## src/verilog/fetch_pkg.sv

```systemverilog
package fetch_pkg;

   // first fetch address out of reset
   localparam logic [63:0] reset_pc = 64'h0000_0000_8000_0000;

   // datapath widths
   localparam int xlen = 64;
   localparam int inst_w = 32;
   localparam logic [xlen-1:0] pc_step = 4;

   // rv opcode fields used by the predictor
   localparam logic [6:0] opc_jal = 7'b1101111;
   localparam logic [6:0] opc_branch = 7'b1100011;

   // direct-mapped geometry, one line is four 64-bit beats
   localparam int line_bytes = 32;
   localparam int line_count = 16;
   localparam int off_w = $clog2(line_bytes);
   localparam int idx_w = $clog2(line_count);
   localparam int tag_w = xlen - off_w - idx_w;
   localparam int beat_count = line_bytes / 8;
   localparam int beat_w = $clog2(beat_count);
   // lowest pc bit of the beat number
   localparam int beat_lsb = off_w - beat_w;
   // picks the upper instruction in a beat
   localparam int half_bit = beat_lsb - 1;

   // read burst fields
   localparam logic [7:0] burst_len = 8'd3;
   localparam logic [2:0] burst_size = 3'd3;
   localparam logic [1:0] burst_incr = 2'd1;

   // decode buffer slots
   localparam int if_id_credits = 2;
   localparam int credit_w = $clog2(if_id_credits + 1);
   localparam logic [credit_w-1:0] credit_init = credit_w'(if_id_credits);

   typedef enum logic [1:0] {op_jal, op_branch, op_other} opcode_e;

   typedef enum logic [1:0] {st_idle, st_addr, st_data} refill_state_e;

endpackage

```

## src/verilog/fetch_unit.sv

```systemverilog
module fetch_unit (
   input  logic                          clk,
   input  logic                          rst,
   input  logic                          redirect,
   input  logic [fetch_pkg::xlen-1:0]    redirect_pc,
   input  logic                          credit_return,
   input  logic                          req_ready,
   input  logic                          resp_valid,
   input  logic [fetch_pkg::inst_w-1:0]  resp_inst,
   input  logic [fetch_pkg::xlen-1:0]    resp_pc,
   output logic                          inst_valid,
   output logic [fetch_pkg::inst_w-1:0]  inst,
   output logic [fetch_pkg::xlen-1:0]    inst_pc,
   output logic                          req_valid,
   output logic [fetch_pkg::xlen-1:0]    req_pc,
   output logic                          flush
);

   // pc of the next request still to be issued
   logic [fetch_pkg::xlen-1:0] pc_q;
   // one request outstanding in the cache
   logic pending_q;
   logic [fetch_pkg::credit_w-1:0] credit_cnt;

   fetch_pkg::opcode_e opc;
   logic [fetch_pkg::xlen-1:0] imm_b;
   logic [fetch_pkg::xlen-1:0] imm_j;
   logic [fetch_pkg::xlen-1:0] pred_pc;
   logic slot_free;
   logic has_credit;
   logic req_fire;

   // redirect kills everything in flight
   assign flush = redirect;

   // hit data goes straight to decode
   assign inst_valid = resp_valid && !redirect;
   assign inst = resp_inst;
   assign inst_pc = resp_pc;

   // opcode class of the returned word
   always_comb begin
      unique case (resp_inst[6:0])
         fetch_pkg::opc_jal:    opc = fetch_pkg::op_jal;
         fetch_pkg::opc_branch: opc = fetch_pkg::op_branch;
         default:               opc = fetch_pkg::op_other;
      endcase
   end

   // b-type and j-type offsets, sign extended
   assign imm_b = {{(fetch_pkg::xlen-13){resp_inst[31]}}, resp_inst[31], resp_inst[7],
                   resp_inst[30:25], resp_inst[11:8], 1'b0};
   assign imm_j = {{(fetch_pkg::xlen-21){resp_inst[31]}}, resp_inst[31], resp_inst[19:12],
                   resp_inst[20], resp_inst[30:21], 1'b0};

   // static prediction
   // jal always taken, branch taken only when backward
   always_comb begin
      if (opc == fetch_pkg::op_jal) begin
         pred_pc = resp_pc + imm_j;
      end else if (opc == fetch_pkg::op_branch && resp_inst[31]) begin
         pred_pc = resp_pc + imm_b;
      end else begin
         pred_pc = resp_pc + fetch_pkg::pc_step;
      end
   end

   // next request may go out once the current one answers
   assign slot_free = !pending_q || resp_valid;
   // keep a slot for the answer, net of what decode takes this cycle
   assign has_credit = inst_valid ? (credit_cnt > 1) : (credit_cnt != 0);

   assign req_valid = slot_free && has_credit && !redirect;
   // follow the predicted path in the same cycle as the hit
   assign req_pc = resp_valid ? pred_pc : pc_q;
   assign req_fire = req_valid && req_ready;

   always_ff @(posedge clk) begin
      if (rst) begin
         pc_q <= fetch_pkg::reset_pc;
         pending_q <= 1'b0;
         credit_cnt <= fetch_pkg::credit_init;
      end else begin
         // redirect first, then predicted successor, else hold
         if (redirect) begin
            pc_q <= redirect_pc;
         end else if (resp_valid) begin
            pc_q <= pred_pc;
         end

         if (redirect) begin
            pending_q <= 1'b0;
         end else if (req_fire) begin
            pending_q <= 1'b1;
         end else if (resp_valid) begin
            pending_q <= 1'b0;
         end

         // one slot per delivered word, one back per return pulse
         unique case ({inst_valid, credit_return})
            2'b10:   credit_cnt <= credit_cnt - 1'b1;
            2'b01:   credit_cnt <= credit_cnt + 1'b1;
            default: credit_cnt <= credit_cnt;
         endcase
      end
   end

   // decode never returns more slots than it owns
   a_credit_max: assert property (@(posedge clk) disable iff (rst)
      credit_cnt <= fetch_pkg::if_id_credits)
      else $error("credit counter above decode depth");

   // the reserved slot is still there when the answer lands
   a_credit_avail: assert property (@(posedge clk) disable iff (rst)
      inst_valid |-> credit_cnt != 0)
      else $error("inst_valid with no decode credit");

endmodule

```

## config.mk

```make
export PLATFORM = sky130hd
export DESIGN_NAME = fetch_unit
export DESIGN_NICKNAME = d
export VERILOG_FILES = /design/src/verilog/fetch_pkg.sv /design/src/verilog/fetch_unit.sv
export SDC_FILE = /design/constraint.sdc
export NUM_CORES = 1
export LEC_CHECK = 0
export BUFFER_PORTS_ARGS = -buffer_cell sky130_fd_sc_hd__clkbuf_2
export CAP_MARGIN = 5
export CORE_MARGIN = 2
export CORE_UTILIZATION = 30
export DETAILED_ROUTE_END_ITERATION = 16
export SYNTH_ARGS = -nofsm -noshare
export SYNTH_HDL_FRONTEND = slang
export SYNTH_SLANG_ARGS = --single-unit
```

## constraint.sdc

```tcl
create_clock -name clk -period 5.29 [get_ports clk]
set_input_delay 0.2645 -clock clk [delete_from_list [all_inputs] [get_ports clk]]
set_output_delay 0.2645 -clock clk [all_outputs]
set_load 0.1 [all_outputs]
```

### Word level (Yosys, flattened, before mapping)

Index checks and enable logic that the tools add are counted.
W data, S select, Z words.

* $lt $le $gt $ge: 1
* add/sub/neg operators: 5
* reduce and logical (&&, ||, !) cells: 13
* equality and inequality tests: 5
* mux-type cells: 9

Operator list (count)
* $mux W64: 4
* $add A64 B64 Y64: 2
* $add A64 B3 Y64 const B: 1
* $eq A7 B7 Y1 const B: 2
* $pmux W2 S2: 2
* $reduce_bool A2 Y1: 3
* $logic_and A1 B1 Y1: 5
* $eq A2 B1 Y1 const B: 2
* $mux W1: 3
* $add A2 B1 Y2 const B: 1
* $eq A2 B2 Y1 const B: 1
* $gt A2 B1 Y1 const B: 1
* $logic_not A1 Y1: 2
* $logic_not A2 Y1: 1
* $reduce_or A2 Y1: 1
* $sub A2 B1 Y2 const B: 1
* $logic_or A1 B1 Y1: 1

* logic and storage cells: 36
* input bits: 166
* output and inout bits: 163
* register bits after elaboration: 67

### Longest topological paths before layout

Gate-level depths: netlist of the first run.

* depth after elaboration: 8
* mapped depth: 14
* mapped depth without buffers: 13

### Worst setup path before layout of the first run

No wires, ideal clock.

* path kind: input to register
* from: input port resp_inst[31] in the netlist's numbering
* to: register pc_q[46] in the netlist's numbering
* library setup time: 0.076 ns
* data required time: 5.214 ns
* buffers on the path: 0
* stages on the path: 11
* slack: 0.198 ns
* arrival: 5.016 ns
* cell sequence: ha_1 a211oi_2 o21bai_1 or4_4 or3_4 a31oi_4 o2111a_1 a21oi_1 a221oi_1 mux2i_1 nor2_1

* cells in the longest elaborated chain, start to end: 5
* elaborated cells between the ends (all ways): 7
* classes of those cells: 2 x add/sub; 4 x mux; 1 x reduce/logical

Ends and longest elaborated chain
* from (decl): RTL line fetch_unit.sv:9 `input logic [fetch_pkg::inst_w-1:0] resp_inst,`
* $add A64 B64 Y64 / $logic_and A1 B1 Y1 (equally long branches): RTL line fetch_unit.sv:62, fetch_unit.sv:61
* $mux W64: RTL line fetch_unit.sv:61 `end else if (opc == fetch_pkg::op_branch && resp_inst[31]) begin`
* $mux W64 *: RTL line fetch_unit.sv:59 `if (opc == fetch_pkg::op_jal) begin`
* $mux W64 *: RTL line fetch_unit.sv:87 `end else if (resp_valid) begin`
* named net req_pc, one bit: RTL line fetch_unit.sv:15 `output logic [fetch_pkg::xlen-1:0] req_pc,`
* $mux W64 *: RTL line fetch_unit.sv:85 `if (redirect) begin`
* to (signal assigned): RTL line fetch_unit.sv:80 `pc_q <= fetch_pkg::reset_pc;`
* to (signal assigned): RTL line fetch_unit.sv:86 `pc_q <= redirect_pc;`
* to (signal assigned): RTL line fetch_unit.sv:88 `pc_q <= pred_pc;`
* to (decl): RTL line fetch_unit.sv:20 `logic [fetch_pkg::xlen-1:0] pc_q;`

The timed path passes the listed nets; every way through them passes the cells marked *.
A chain may end at the register's enable or synchronous reset.

### Worst setup path in the final report of the first run

* from: input port resp_pc[9] in the netlist's numbering
* to: output port req_pc[50] in the netlist's numbering

* cells in the longest elaborated chain, start to end: 4
* elaborated cells between the ends (all ways): 6
* classes of those cells: 3 x add/sub; 3 x mux

Ends and longest elaborated chain
* from (decl): RTL line fetch_unit.sv:10 `input logic [fetch_pkg::xlen-1:0] resp_pc,`
* $add A64 B3 Y64 / $add A64 B64 Y64 (equally long branches): RTL line fetch_unit.sv:64, fetch_unit.sv:62
* $mux W64: RTL line fetch_unit.sv:61
* $mux W64 *: RTL line fetch_unit.sv:59
* $mux W64 *
* to (decl): RTL line fetch_unit.sv:15

Mark *: on every way between the ends. The rest lies on a longest branch, timed or not.

==> results of run 1 <==
==> registers in the layout, indices dropped and copies added (netlist names) <==
| signal | cells |
|---|---|
| credit_cnt | 2 |
| pc_q | 64 |
| pending_q | 1 |
==> layout by cell type (no fill, tap or decap), types with 17 or more instances in the layout <==
| cell type | Yosys | routed |
|---|---|---|
| mux2i_1 | 24 | 24 |
| and3_1 | 17 | 17 |
| buf_12 | 0 | 23 |
| inv_1 | 63 | 63 |
| a21oi_1 | 184 | 184 |
| o211ai_1 | 21 | 21 |
| a221oi_1 | 23 | 23 |
| xor2_1 | 43 | 43 |
| ha_1 | 79 | 79 |
| nand2_1 | 172 | 172 |
| nor3_1 | 30 | 29 |
| o21ai_0 | 130 | 130 |
| and4_1 | 18 | 18 |
| nand3_1 | 63 | 63 |
| xnor2_1 | 70 | 70 |
| nor2_1 | 176 | 174 |
| o21a_1 | 30 | 30 |
| nand4_1 | 53 | 53 |
| a211oi_1 | 25 | 25 |
| buf_4 | 98 | 68 |
| a31oi_1 | 22 | 22 |
| clkbuf_2 | 0 | 300 |
| o221ai_1 | 17 | 17 |
| dfxtp_1 | 67 | 67 |
| a21o_1 | 33 | 33 |
==> cell usage after synthesis, drive strengths merged (21+ instances only) <==
cell type / number
buf: 121
a21oi: 186
ha: 79
nand4: 53
o21ai: 131
xor2: 43
nor3: 32
inv: 63
nor2: 176
xnor2: 70
dfxtp: 67
mux2i: 24
a221oi: 23
a21o: 33
nand3: 63
a211oi: 26
nand2: 172
clkbuf: 86
o211ai: 21
o21a: 30
a31oi: 23
==> power groups by stage <==
stage | clock, mW | combinational [mW] | sequential [mW]
after floorplan | 0 | 1.47 | 0.564
final | 0.608 | 2.06 | 0.559
after global routing | 0.640 | 2.17 | 0.563
after global placement | 0 | 2.03 | 0.569
after CTS | 0.623 | 2.04 | 0.559
after detailed placement | 0 | 2.03 | 0.570
==> per-layer routing <==
layer / track usage, % / wire length (µm) / vias up
li1: - / - / 7085
met4: 10.7 / 2390 / 2
met3: 3.89 / 4850 / 144
met1: 40.1 / 28000 / 7450
met2: 48.7 / 29300 / 833
met5: 0 / 13 / -
==> through the flow <==
step / util [%] / hold WS [ns] / instance area (µm²) / worst slack (ns) / power, mW
floorplan: - / 0.409 / 12300 / 0.198 / 2.04
global placement: 35.2 / 0.466 / 14300 / 0.447 / 2.60
detailed placement: 35.2 / 0.476 / 14300 / 0.506 / 2.60
CTS: 35.9 / 0.109 / 14600 / 0.467 / 3.22
global route: 35.9 / 0.148 / 14600 / 0.206 / 3.38
finish: 35.9 / 0.122 / 14600 / 0.360 / 3.23
==> final cells by class <==
type	count	area (µm²)
sequential	67	1340
tap	532	666
inverter	63	236
multi-input combinational	1486	9570
timing repair buffer	391	2470
fill	4445	26100
clock inverter	7	57.6
clock buffer	9	225
==> worst register-to-register path: stages (launching register included) <==
cell,delay [ns]
dfxtp_1,0.40
o22a_1,0.15
o21ai_0,0.07
a221oi_1,0.73
o2bb2ai_1,0.24
==> worst min path at each step <==
stage                                   start                      to  slack (ns)  cells past startpoint
after floorplan                     req_ready  pending_q$_SDFFE_PP0P_        0.41                      2
after global placement    pc_q[59]$_SDFF_PP0_     pc_q[59]$_SDFF_PP0_        0.47                      2
after detailed placement  pc_q[59]$_SDFF_PP0_     pc_q[59]$_SDFF_PP0_        0.48                      2
after CTS                     redirect_pc[18]     pc_q[18]$_SDFF_PP0_        0.11                      3
after global routing          redirect_pc[18]     pc_q[18]$_SDFF_PP0_        0.15                      3
final                         redirect_pc[18]     pc_q[18]$_SDFF_PP0_        0.12                      3
==> logic make-up after synthesis <==
| logic type | after synthesis |
|---|---|
| AOI/OAI and AO/OA | 638 |
| xor gates and xnor gates | 113 |
| adders and majority gates | 81 |
| buffers and inverters | 270 |
| DFF | 67 |
| muxes | 32 |
| and+or+nand+nor | 622 |
==> metrics.csv, run 1 <==
stage;metric;value;unit
yosys;Synth area leader;dfxtp_1;
floorplan;die area;42600;µm²
pwr;PD cells;222;nW/µm²
placement;IO buf count;328;
worst_setup_path;Setup CP Type;primary input to output pin;
cts;CTS Hold Bufs;0;
pwr;power share of the sequential group;17.3;%
worst_setup_path;FF-to-FF path depth;4;
timing;Final Hold Vio Count;0;
run;max cap viols;0;
pwr;Worst VDD drop;0.167;mV
yosys;Post-Syn Instances;1823;
global_routing;All-Layer GR Usage;29.9;%
global_routing;first-pass GRT wire length;94800;µm
timing;Clock Skews;0.000367;ns
yosys;Synth top area share;10.9;%
worst_setup_path;crit path max fanout;8;
layout;Area growth, synth to finish;18.5;%
yosys;FF+latch count, synth;67;
floorplan;Site Rows;74;
global_routing;vias in the first global route;14600;
worst_setup_path;FF-to-FF setup slack;3.62;ns
yosys;Synthesized Nets;2070;
worst_setup_path;critical path's top delay family;compound AO/OA/AOI/OAI gates;
timing;Rel. slew slack;37.9;%
cts;post-cts resize count;0;
pwr;Switching Share;56.3;%
yosys;largest family of logic cells by synthesized area;compound AO/OA/AOI/OAI gates;
cts;clk root buf;clkbuf_16;
cts;TritonCTS clock tree;done;
yosys;syn avg cell area;6.75;µm²
worst_setup_path;Critical Path AT;4.67;ns
yosys;Post-Synth Adder-Cell Area;8.36;%
detailed_routing;final wirelength;64600;µm
yosys;post-synthesis mux area share;2.69;%
detailed_routing;remaining antenna violation count after routing;0;
pwr;cell leakage power;6.25;nW
worst_setup_path;startpoint types;primary input;
worst_setup_path;Top cell by count, worst path;buf_4;
hold_path;worst min path class;primary input to flip-flop;
yosys;post-synthesis xor/xnor area fraction;8.05;%
pwr;Logic pwr share;63.8;%
yosys;Synth Warn #;0;
cts;H-tree depth;3;
pwr;Sw Pwr;1.82;mW
timing;pin slew with the least headroom to its limit;0.931;ns
worst_setup_path;Critical Path RT;5.03;ns
timing;RSZ-0062 raised after global routing;false;
global_routing;antenna violations before repair;1;
floorplan;DIE HEIGHT;206;µm
layout;fin cells;2555;
worst_setup_path;CP max stage delay;0.75;ns
timing;fin crit share;93.2;%
placement;DP Wirelength;52800;µm
timing;Final min period;4.93;ns
detailed_routing;first-pass iteration count of the detailed router;6;
worst_setup_path;CP bufs+invs;4;
pwr;clock power share;18.8;%
worst_setup_path;Worst Setup SP;resp_pc[9];
cts;CTS Buf Count;9;
yosys;post-synthesis compound-gate area fraction;34.1;%
floorplan;Initial Utilization;30.3;%
cts;CTS Buffer Depth;2;
pwr;P_int;1.41;mW
cts;Setup Buffers After CTS;0;
floorplan;Core Region;40600;µm²
layout;nets;2265;
yosys;part of the Yosys area used for sequential elements;10.9;%
global_routing;Remaining Overflow, GRT;0;
cts;Clock Latency Late Sink;0.37;ns
floorplan;die width;206;µm
detailed_routing;via count;15500;
worst_setup_path;Crit. path cell count;15;
detailed_routing;DRC viols;0;
worst_setup_path;CP Cell Sequence;clkbuf_2, ha_1, nand2_1, o21ai_0, a21oi_1, buf_4, o2111ai_1, nand3_1, o21bai_1, a211oi_1, a211o_1, a311oi_1, buf_4, nor2_1, buf_12;
timing;fmax;203;MHz
yosys;mapped cell area;12300;µm²
worst_setup_path;Worst R2R Start;pc_q[36]$_SDFF_PP0_;
yosys;post-synthesis simple-gate area fraction;24.5;%
layout;ant diodes;0;
timing;Setup TNS;0;ns
cts;TritonCTS Sinks;67;
worst_setup_path;Critical R2R Capture;pc_q[36]$_SDFF_PP0_;
worst_setup_path;crit end category;output pin;
yosys;predominant post-synthesis flop cell;dfxtp_1;
detailed_routing;WL/cell;25.3;µm
floorplan;I/O pin count;329;
worst_setup_path;Setup crit end;req_pc[50];
global_routing;pin count of the biggest net entering global routing;63;
detailed_routing;detail-routed via count per cell;6.07;
timing;# setup viols final;0;
cts;Clock transition at path regs;0.06;ns
yosys;number of flops mapped to enable cells by yosys;0;
yosys;asr flop ratio synth;0;%
placement;GPL Wtd Cong;0.998;
detailed_routing;drt initial violations;1517;
yosys;Unique masters post-synth;81;
outcome;status;finished, final reports clean;
timing;final slew viol count;0;
worst_setup_path;Slowest-stage cell, CP;a311oi_1;
layout;layout cell share with drive strength beyond 1;22.2;%
yosys;top post-synthesis cells by area;dfxtp_1, ha_1, a21oi_1;
placement;Cells after DPL;2539;
Note: power is estimated with default switching activity, not from simulation.
==> run 2, diff against run 1 <==
--- a/config.mk
+++ b/config.mk
@@ -9,6 +9,8 @@
 export CAP_MARGIN = 5
 export CORE_MARGIN = 2
 export CORE_UTILIZATION = 30
+export CTS_BUF_LIST = sky130_fd_sc_hd__clkbuf_8
+export CTS_CLUSTER_DIAMETER = 80
 export DETAILED_ROUTE_END_ITERATION = 16
 export SYNTH_ARGS = -nofsm -noshare
 export SYNTH_HDL_FRONTEND = slang
==> metrics.csv, run 2 (synthesized netlist as in run 1, its figures left out) <==
stage;metric;value;unit
layout;Area growth, synth to finish;17.6;%
cts;TritonCTS clock tree;done;
floorplan;DIE HEIGHT;206;µm
layout;Util after Layout;35.6;%
global_routing;vias in the first global route;14600;
hold_path;worst min path class;primary input to flip-flop;
layout;max FFs per register;64;
detailed_routing;DRC viols;0;
detailed_routing;via count;15400;
hold_path;Worst Hold Depth;3;
layout;commonest non-fill, non-tap cell in the layout;clkbuf_2;
floorplan;Initial Utilization;30.3;%
detailed_routing;detail-routed via count per cell;6.04;
layout;top flop regs;pc_q x64, credit_cnt x2, pending_q x1;
global_routing;pin count of the biggest net entering global routing;63;
global_routing;antenna violations before repair;1;
timing;Final Hold Vio Count;0;
layout;ant diodes;0;
cts;clk root buf;clkbuf_8;
worst_setup_path;CP bufs+invs;4;
pwr;PD cells;212;nW/µm²
cts;H-tree depth;3;
outcome;status;finished, final reports clean;
cts;TritonCTS Sinks;67;
global_routing;Remaining Overflow, GRT;0;
worst_setup_path;CP Cell Sequence;clkbuf_2, ha_1, nand2_1, o21ai_0, a21oi_1, buf_4, o2111ai_1, nand3_1, o21bai_1, a211oi_1, a211o_1, a311oi_1, buf_4, nor2_1, buf_12;
cts;CTS Buffer Depth;2;
floorplan;die area;42600;µm²
worst_setup_path;Crit. path cell count;15;
worst_setup_path;Setup CP Type;primary input to output pin;
cts;Clock Latency Late Sink;0.42;ns
placement;DP Wirelength;52800;µm
placement;GPL Wtd Cong;0.998;
pwr;Worst VDD drop;0.140;mV
detailed_routing;final wirelength;64600;µm
cts;post-cts resize count;0;
run;max cap viols;0;
detailed_routing;remaining antenna violation count after routing;0;
worst_setup_path;crit end category;output pin;
timing;final slew viol count;0;
cts;CTS Buf Count;9;
detailed_routing;first-pass iteration count of the detailed router;7;
timing;fmax;202;MHz
floorplan;die width;206;µm
worst_setup_path;Top cell by count, worst path;buf_4;
timing;final setup margin;0.340;ns
worst_setup_path;critical path's top delay family;compound AO/OA/AOI/OAI gates;
pwr;cell leakage power;6.20;nW
layout;most frequent cells in the layout;clkbuf_2, a21oi_1, nor2_1, nand2_1, o21ai_0;
layout;layout cell share with drive strength beyond 1;22.2;%
cts;Setup Buffers After CTS;0;
detailed_routing;drt initial violations;1436;
timing;Final min period;4.95;ns
timing;fin crit share;93.6;%
floorplan;Core Region;40600;µm²
floorplan;Site Rows;74;
worst_setup_path;crit path max fanout;8;
timing;Clock Skews;0.00311;ns
floorplan;I/O pin count;329;
worst_setup_path;Critical Path AT;4.69;ns
timing;pin slew with the least headroom to its limit;0.923;ns
worst_setup_path;Critical Path RT;5.03;ns
global_routing;first-pass GRT wire length;94700;µm
worst_setup_path;CP max stage delay;0.75;ns
timing;Setup TNS;0;ns
layout;nets;2265;
global_routing;All-Layer GR Usage;29.9;%
cts;Clock transition at path regs;0.09;ns
detailed_routing;WL/cell;25.3;µm
timing;RSZ-0062 raised after global routing;false;
placement;IO buf count;328;
timing;Rel. slew slack;38.5;%
layout;Reg with most FFs;pc_q;
placement;pre-CTS WS;0.506;ns
worst_setup_path;startpoint types;primary input;
timing;# setup viols final;0;
worst_setup_path;Slowest-stage cell, CP;a311oi_1;
cts;CTS Hold Bufs;0;
worst_setup_path;FF-to-FF path depth;4;
## run 2: worst paths after layout
kind / start / end / slack [ns]
setup / recovery: resp_pc[9] / req_pc[50] / 0.34
hold / removal: redirect_pc[18] / pc_q[18]$_SDFF_PP0_ / 0.07
setup reg to reg: pc_q[36]$_SDFF_PP0_ / pc_q[36]$_SDFF_PP0_ / 3.61
hold reg to reg: pc_q[13]$_SDFF_PP0_ / pc_q[13]$_SDFF_PP0_ / 0.50
## run 2: per-layer routing
metal  GRT usage, %  vias up  routed length (µm)
li1               -     7089                   -
met1           40.1     7351               27700
met2           48.7      846               29200
met3           3.88      139                5270
met4           10.8        2                2410
met5              0        -                  13
## run 2: worst min-delay path, stage by stage
cell and delay, ns:
clkbuf_2 0.08, nand2_1 0.05, a21oi_1 0.05
## run 2: cell type report
| cell class | instances | area [µm²] |
|---|---|---|
| Fill cell | 4459 | 26200 |
| Multi-Input combinational cell | 1486 | 9570 |
| Timing Repair Buffer | 391 | 2470 |
| Sequential cell | 67 | 1340 |
| Tap cell | 532 | 666 |
| Inverter | 63 | 236 |
| Clock buffer | 9 | 124 |
| Clock inverter | 7 | 57.6 |
## run 2: power breakdown
part,leakage [nW],internal (mW),switching [mW]
logic,5.56,0.542,1.52
clock network,0.0829,0.175,0.274
registers,0.557,0.544,0.0152
## run 2: stage by stage
stage               hold WS, ns  power (mW)  cells  cell area, µm²
floorplan                 0.409        2.04   1823           12300
global placement          0.466        2.60   2539           14300
detailed placement        0.476        2.60   2539           14300
CTS                      0.0412        3.05   2555           14500
global route             0.0861        3.21   2555           14500
finish                   0.0671        3.07   2555           14500
==> run 3, diff against run 2 <==
--- a/config.mk
+++ b/config.mk
@@ -8,7 +8,7 @@
 export BUFFER_PORTS_ARGS = -buffer_cell sky130_fd_sc_hd__clkbuf_2
 export CAP_MARGIN = 5
 export CORE_MARGIN = 2
-export CORE_UTILIZATION = 30
+export CORE_UTILIZATION = 25
 export CTS_BUF_LIST = sky130_fd_sc_hd__clkbuf_8
 export CTS_CLUSTER_DIAMETER = 80
 export DETAILED_ROUTE_END_ITERATION = 16
==> constraint.sdc (replaced) <==
create_clock -name clk -period 4.7 [get_ports clk]
set_input_delay 0.235 -clock clk [delete_from_list [all_inputs] [get_ports clk]]
set_output_delay 0.235 -clock clk [all_outputs]
set_load 0.1 [all_outputs]
==> metrics.csv, run 3 (synthesized netlist as in run 1, its figures left out) <==
stage;metric;value;unit
layout;Fillers;5322;
worst_setup_path;Critical Path RT;4.47;ns
timing;Setup TNS;0;ns
detailed_routing;remaining antenna violation count after routing;0;
global_routing;GR Util met3;3.73;%
global_routing;antenna violations before repair;2;
placement;Cell Area, Placed;15000;µm²
pwr;cell leakage power;6.47;nW
run;max cap viols;0;
layout;layout cell share with drive strength beyond 1;23.5;%
detailed_routing;WL/cell;24.3;µm
cts;CTS Hold Bufs;0;
layout;ant diodes;0;
timing;Rel. slew slack;42.2;%
detailed_routing;drt initial violations;1475;
worst_setup_path;Top cell by count, worst path;buf_4;
outcome;status;finished, final reports clean;
layout;Reg with most FFs;pc_q;
detailed_routing;first-pass iteration count of the detailed router;5;
placement;IO buf count;328;
worst_setup_path;crit end category;output pin;
timing;pin slew with the least headroom to its limit;0.866;ns
layout;nets;2293;
floorplan;I/O pin count;329;
pwr;Worst VDD drop;0.178;mV
detailed_routing;final wirelength;65900;µm
pwr;total power;3.60;mW
worst_setup_path;Critical Path AT;4.33;ns
timing;fin crit share;97.1;%
timing;Final Hold Vio Count;0;
cts;H-tree depth;3;
cts;Setup Buffers After CTS;0;
layout;commonest non-fill, non-tap cell in the layout;clkbuf_2;
placement;GPL Wtd Cong;0.988;
floorplan;Core Region;48700;µm²
cts;TritonCTS Sinks;67;
cts;clk root buf;clkbuf_8;
worst_setup_path;Slowest-stage cell, CP;ha_1;
global_routing;GRT met2 Usage;40.0;%
timing;final setup margin;0.137;ns
timing;Clock Skews;0.000524;ns
floorplan;die area;51000;µm²
detailed_routing;DRC viols;0;
placement;pre-CTS WS;0.226;ns
cts;TritonCTS clock tree;done;
layout;most frequent cells in the layout;clkbuf_2, a21oi_1, nor2_1, nand2_1, o21ai_0;
worst_setup_path;startpoint types;primary input;
timing;RSZ-0062 raised after global routing;false;
global_routing;GRT met1 Usage;34.2;%
worst_setup_path;CP Cell Sequence;clkbuf_2, buf_4, ha_1, nand4_1, nor4_1, buf_4, nand3_1, a311oi_1, buf_4, nor2_1, a311o_1, o31ai_2, buf_4, buf_12;
hold_path;worst min path class;primary input to flip-flop;
cts;CTS Buffer Depth;2;
cts;CTS Buf Count;9;
worst_setup_path;Setup CP Type;primary input to output pin;
pwr;PD cells;236;nW/µm²
detailed_routing;via count;15500;
placement;DP Wirelength;53600;µm
global_routing;GR peak layer;met2;
cts;Clock Latency Late Sink;0.42;ns
cts;post-cts resize count;0;
worst_setup_path;CP max stage delay;0.51;ns
floorplan;die width;226;µm
floorplan;DIE HEIGHT;226;µm
timing;Min Hold Slack;0.0436;ns
layout;top flop regs;pc_q x64, credit_cnt x2, pending_q x1;
timing;fmax;219;MHz
layout;final instance area;15200;µm²
global_routing;first-pass GRT wire length;95600;µm
layout;Area growth, synth to finish;23.8;%
cts;Clock transition at path regs;0.09;ns
layout;max FFs per register;64;
timing;final slew viol count;0;
worst_setup_path;crit path max fanout;22;
floorplan;Site Rows;81;
detailed_routing;detail-routed via count per cell;5.70;
floorplan;Initial Utilization;25.2;%
global_routing;All-Layer GR Usage;25.2;%
global_routing;Remaining Overflow, GRT;0;
timing;# setup viols final;0;
global_routing;vias in the first global route;14600;
global_routing;pin count of the biggest net entering global routing;64;
timing;Final min period;4.56;ns
run 3: changes by cell type in the layout (fill, tap and decap cells not counted), moves of 2 or more:
cell	change
buf_12	+22
o21ai_1	+5
a221oi_2	+2
a221oi_1	-2
buf_4	+27
clkbuf_2	-22
o21ai_0	-5
run 3: area by class of cell:
type / count / area (µm²) / area share [%]
Clock buffer: 9 / 124 / 0.814
Clock inverter: 7 / 76.3 / 0.501
Inverter: 63 / 236 / 1.55
Multi-Input combinational cell: 1486 / 9600 / 63.1
Sequential cell: 67 / 1340 / 8.81
Tap cell: 664 / 831 / 5.46
Timing Repair Buffer: 419 / 3010 / 19.8
run 3: through the flow:
stage | std cells | util [%]
CTS | 2715 | 31.2
global route | 2715 | 31.2
finish | 2715 | 31.2
floorplan | 1823 | -
detailed placement | 2699 | 30.8
global placement | 2699 | 30.8
run 3: critical path: cells and delay by family:
| kind | cells | cell delay (ns) |
|---|---|---|
| buffers and inverters | 6 | 1.58 |
| and+or+nand+nor | 4 | 0.95 |
| AOI/OAI and AO/OA | 3 | 1.03 |
| adders and majority gates | 1 | 0.51 |
run 3: worst paths after layout:
kind	start	endpoint	slack (ns)	cells past startpoint
setup / recovery	resp_inst[31]	req_pc[63]	0.14	14
hold / removal	redirect_pc[1]	pc_q[1]$_SDFF_PP0_	0.04	3
setup reg to reg	pc_q[36]$_SDFF_PP0_	pc_q[36]$_SDFF_PP0_	3.16	4
hold reg to reg	pc_q[13]$_SDFF_PP0_	pc_q[13]$_SDFF_PP0_	0.51	2
run 3: report_power, final:
| part | leakage, nW | total [mW] | internal (mW) | switching [mW] |
|---|---|---|---|---|
| Clock | 0.0962 | 0.552 | 0.248 | 0.304 |
| Combinational | 5.81 | 2.42 | 0.687 | 1.73 |
| Sequential | 0.557 | 0.628 | 0.612 | 0.0164 |
| Total | 6.47 | 3.60 | 1.55 | 2.05 |
run 3: layer usage:
layer | vias up | part of all wire (%)
met1 | 7353 | 44
met4 | 2 | 3.7
met5 | - | 0.020
li1 | 7161 | -
met2 | 824 | 45
met3 | 127 | 7.4
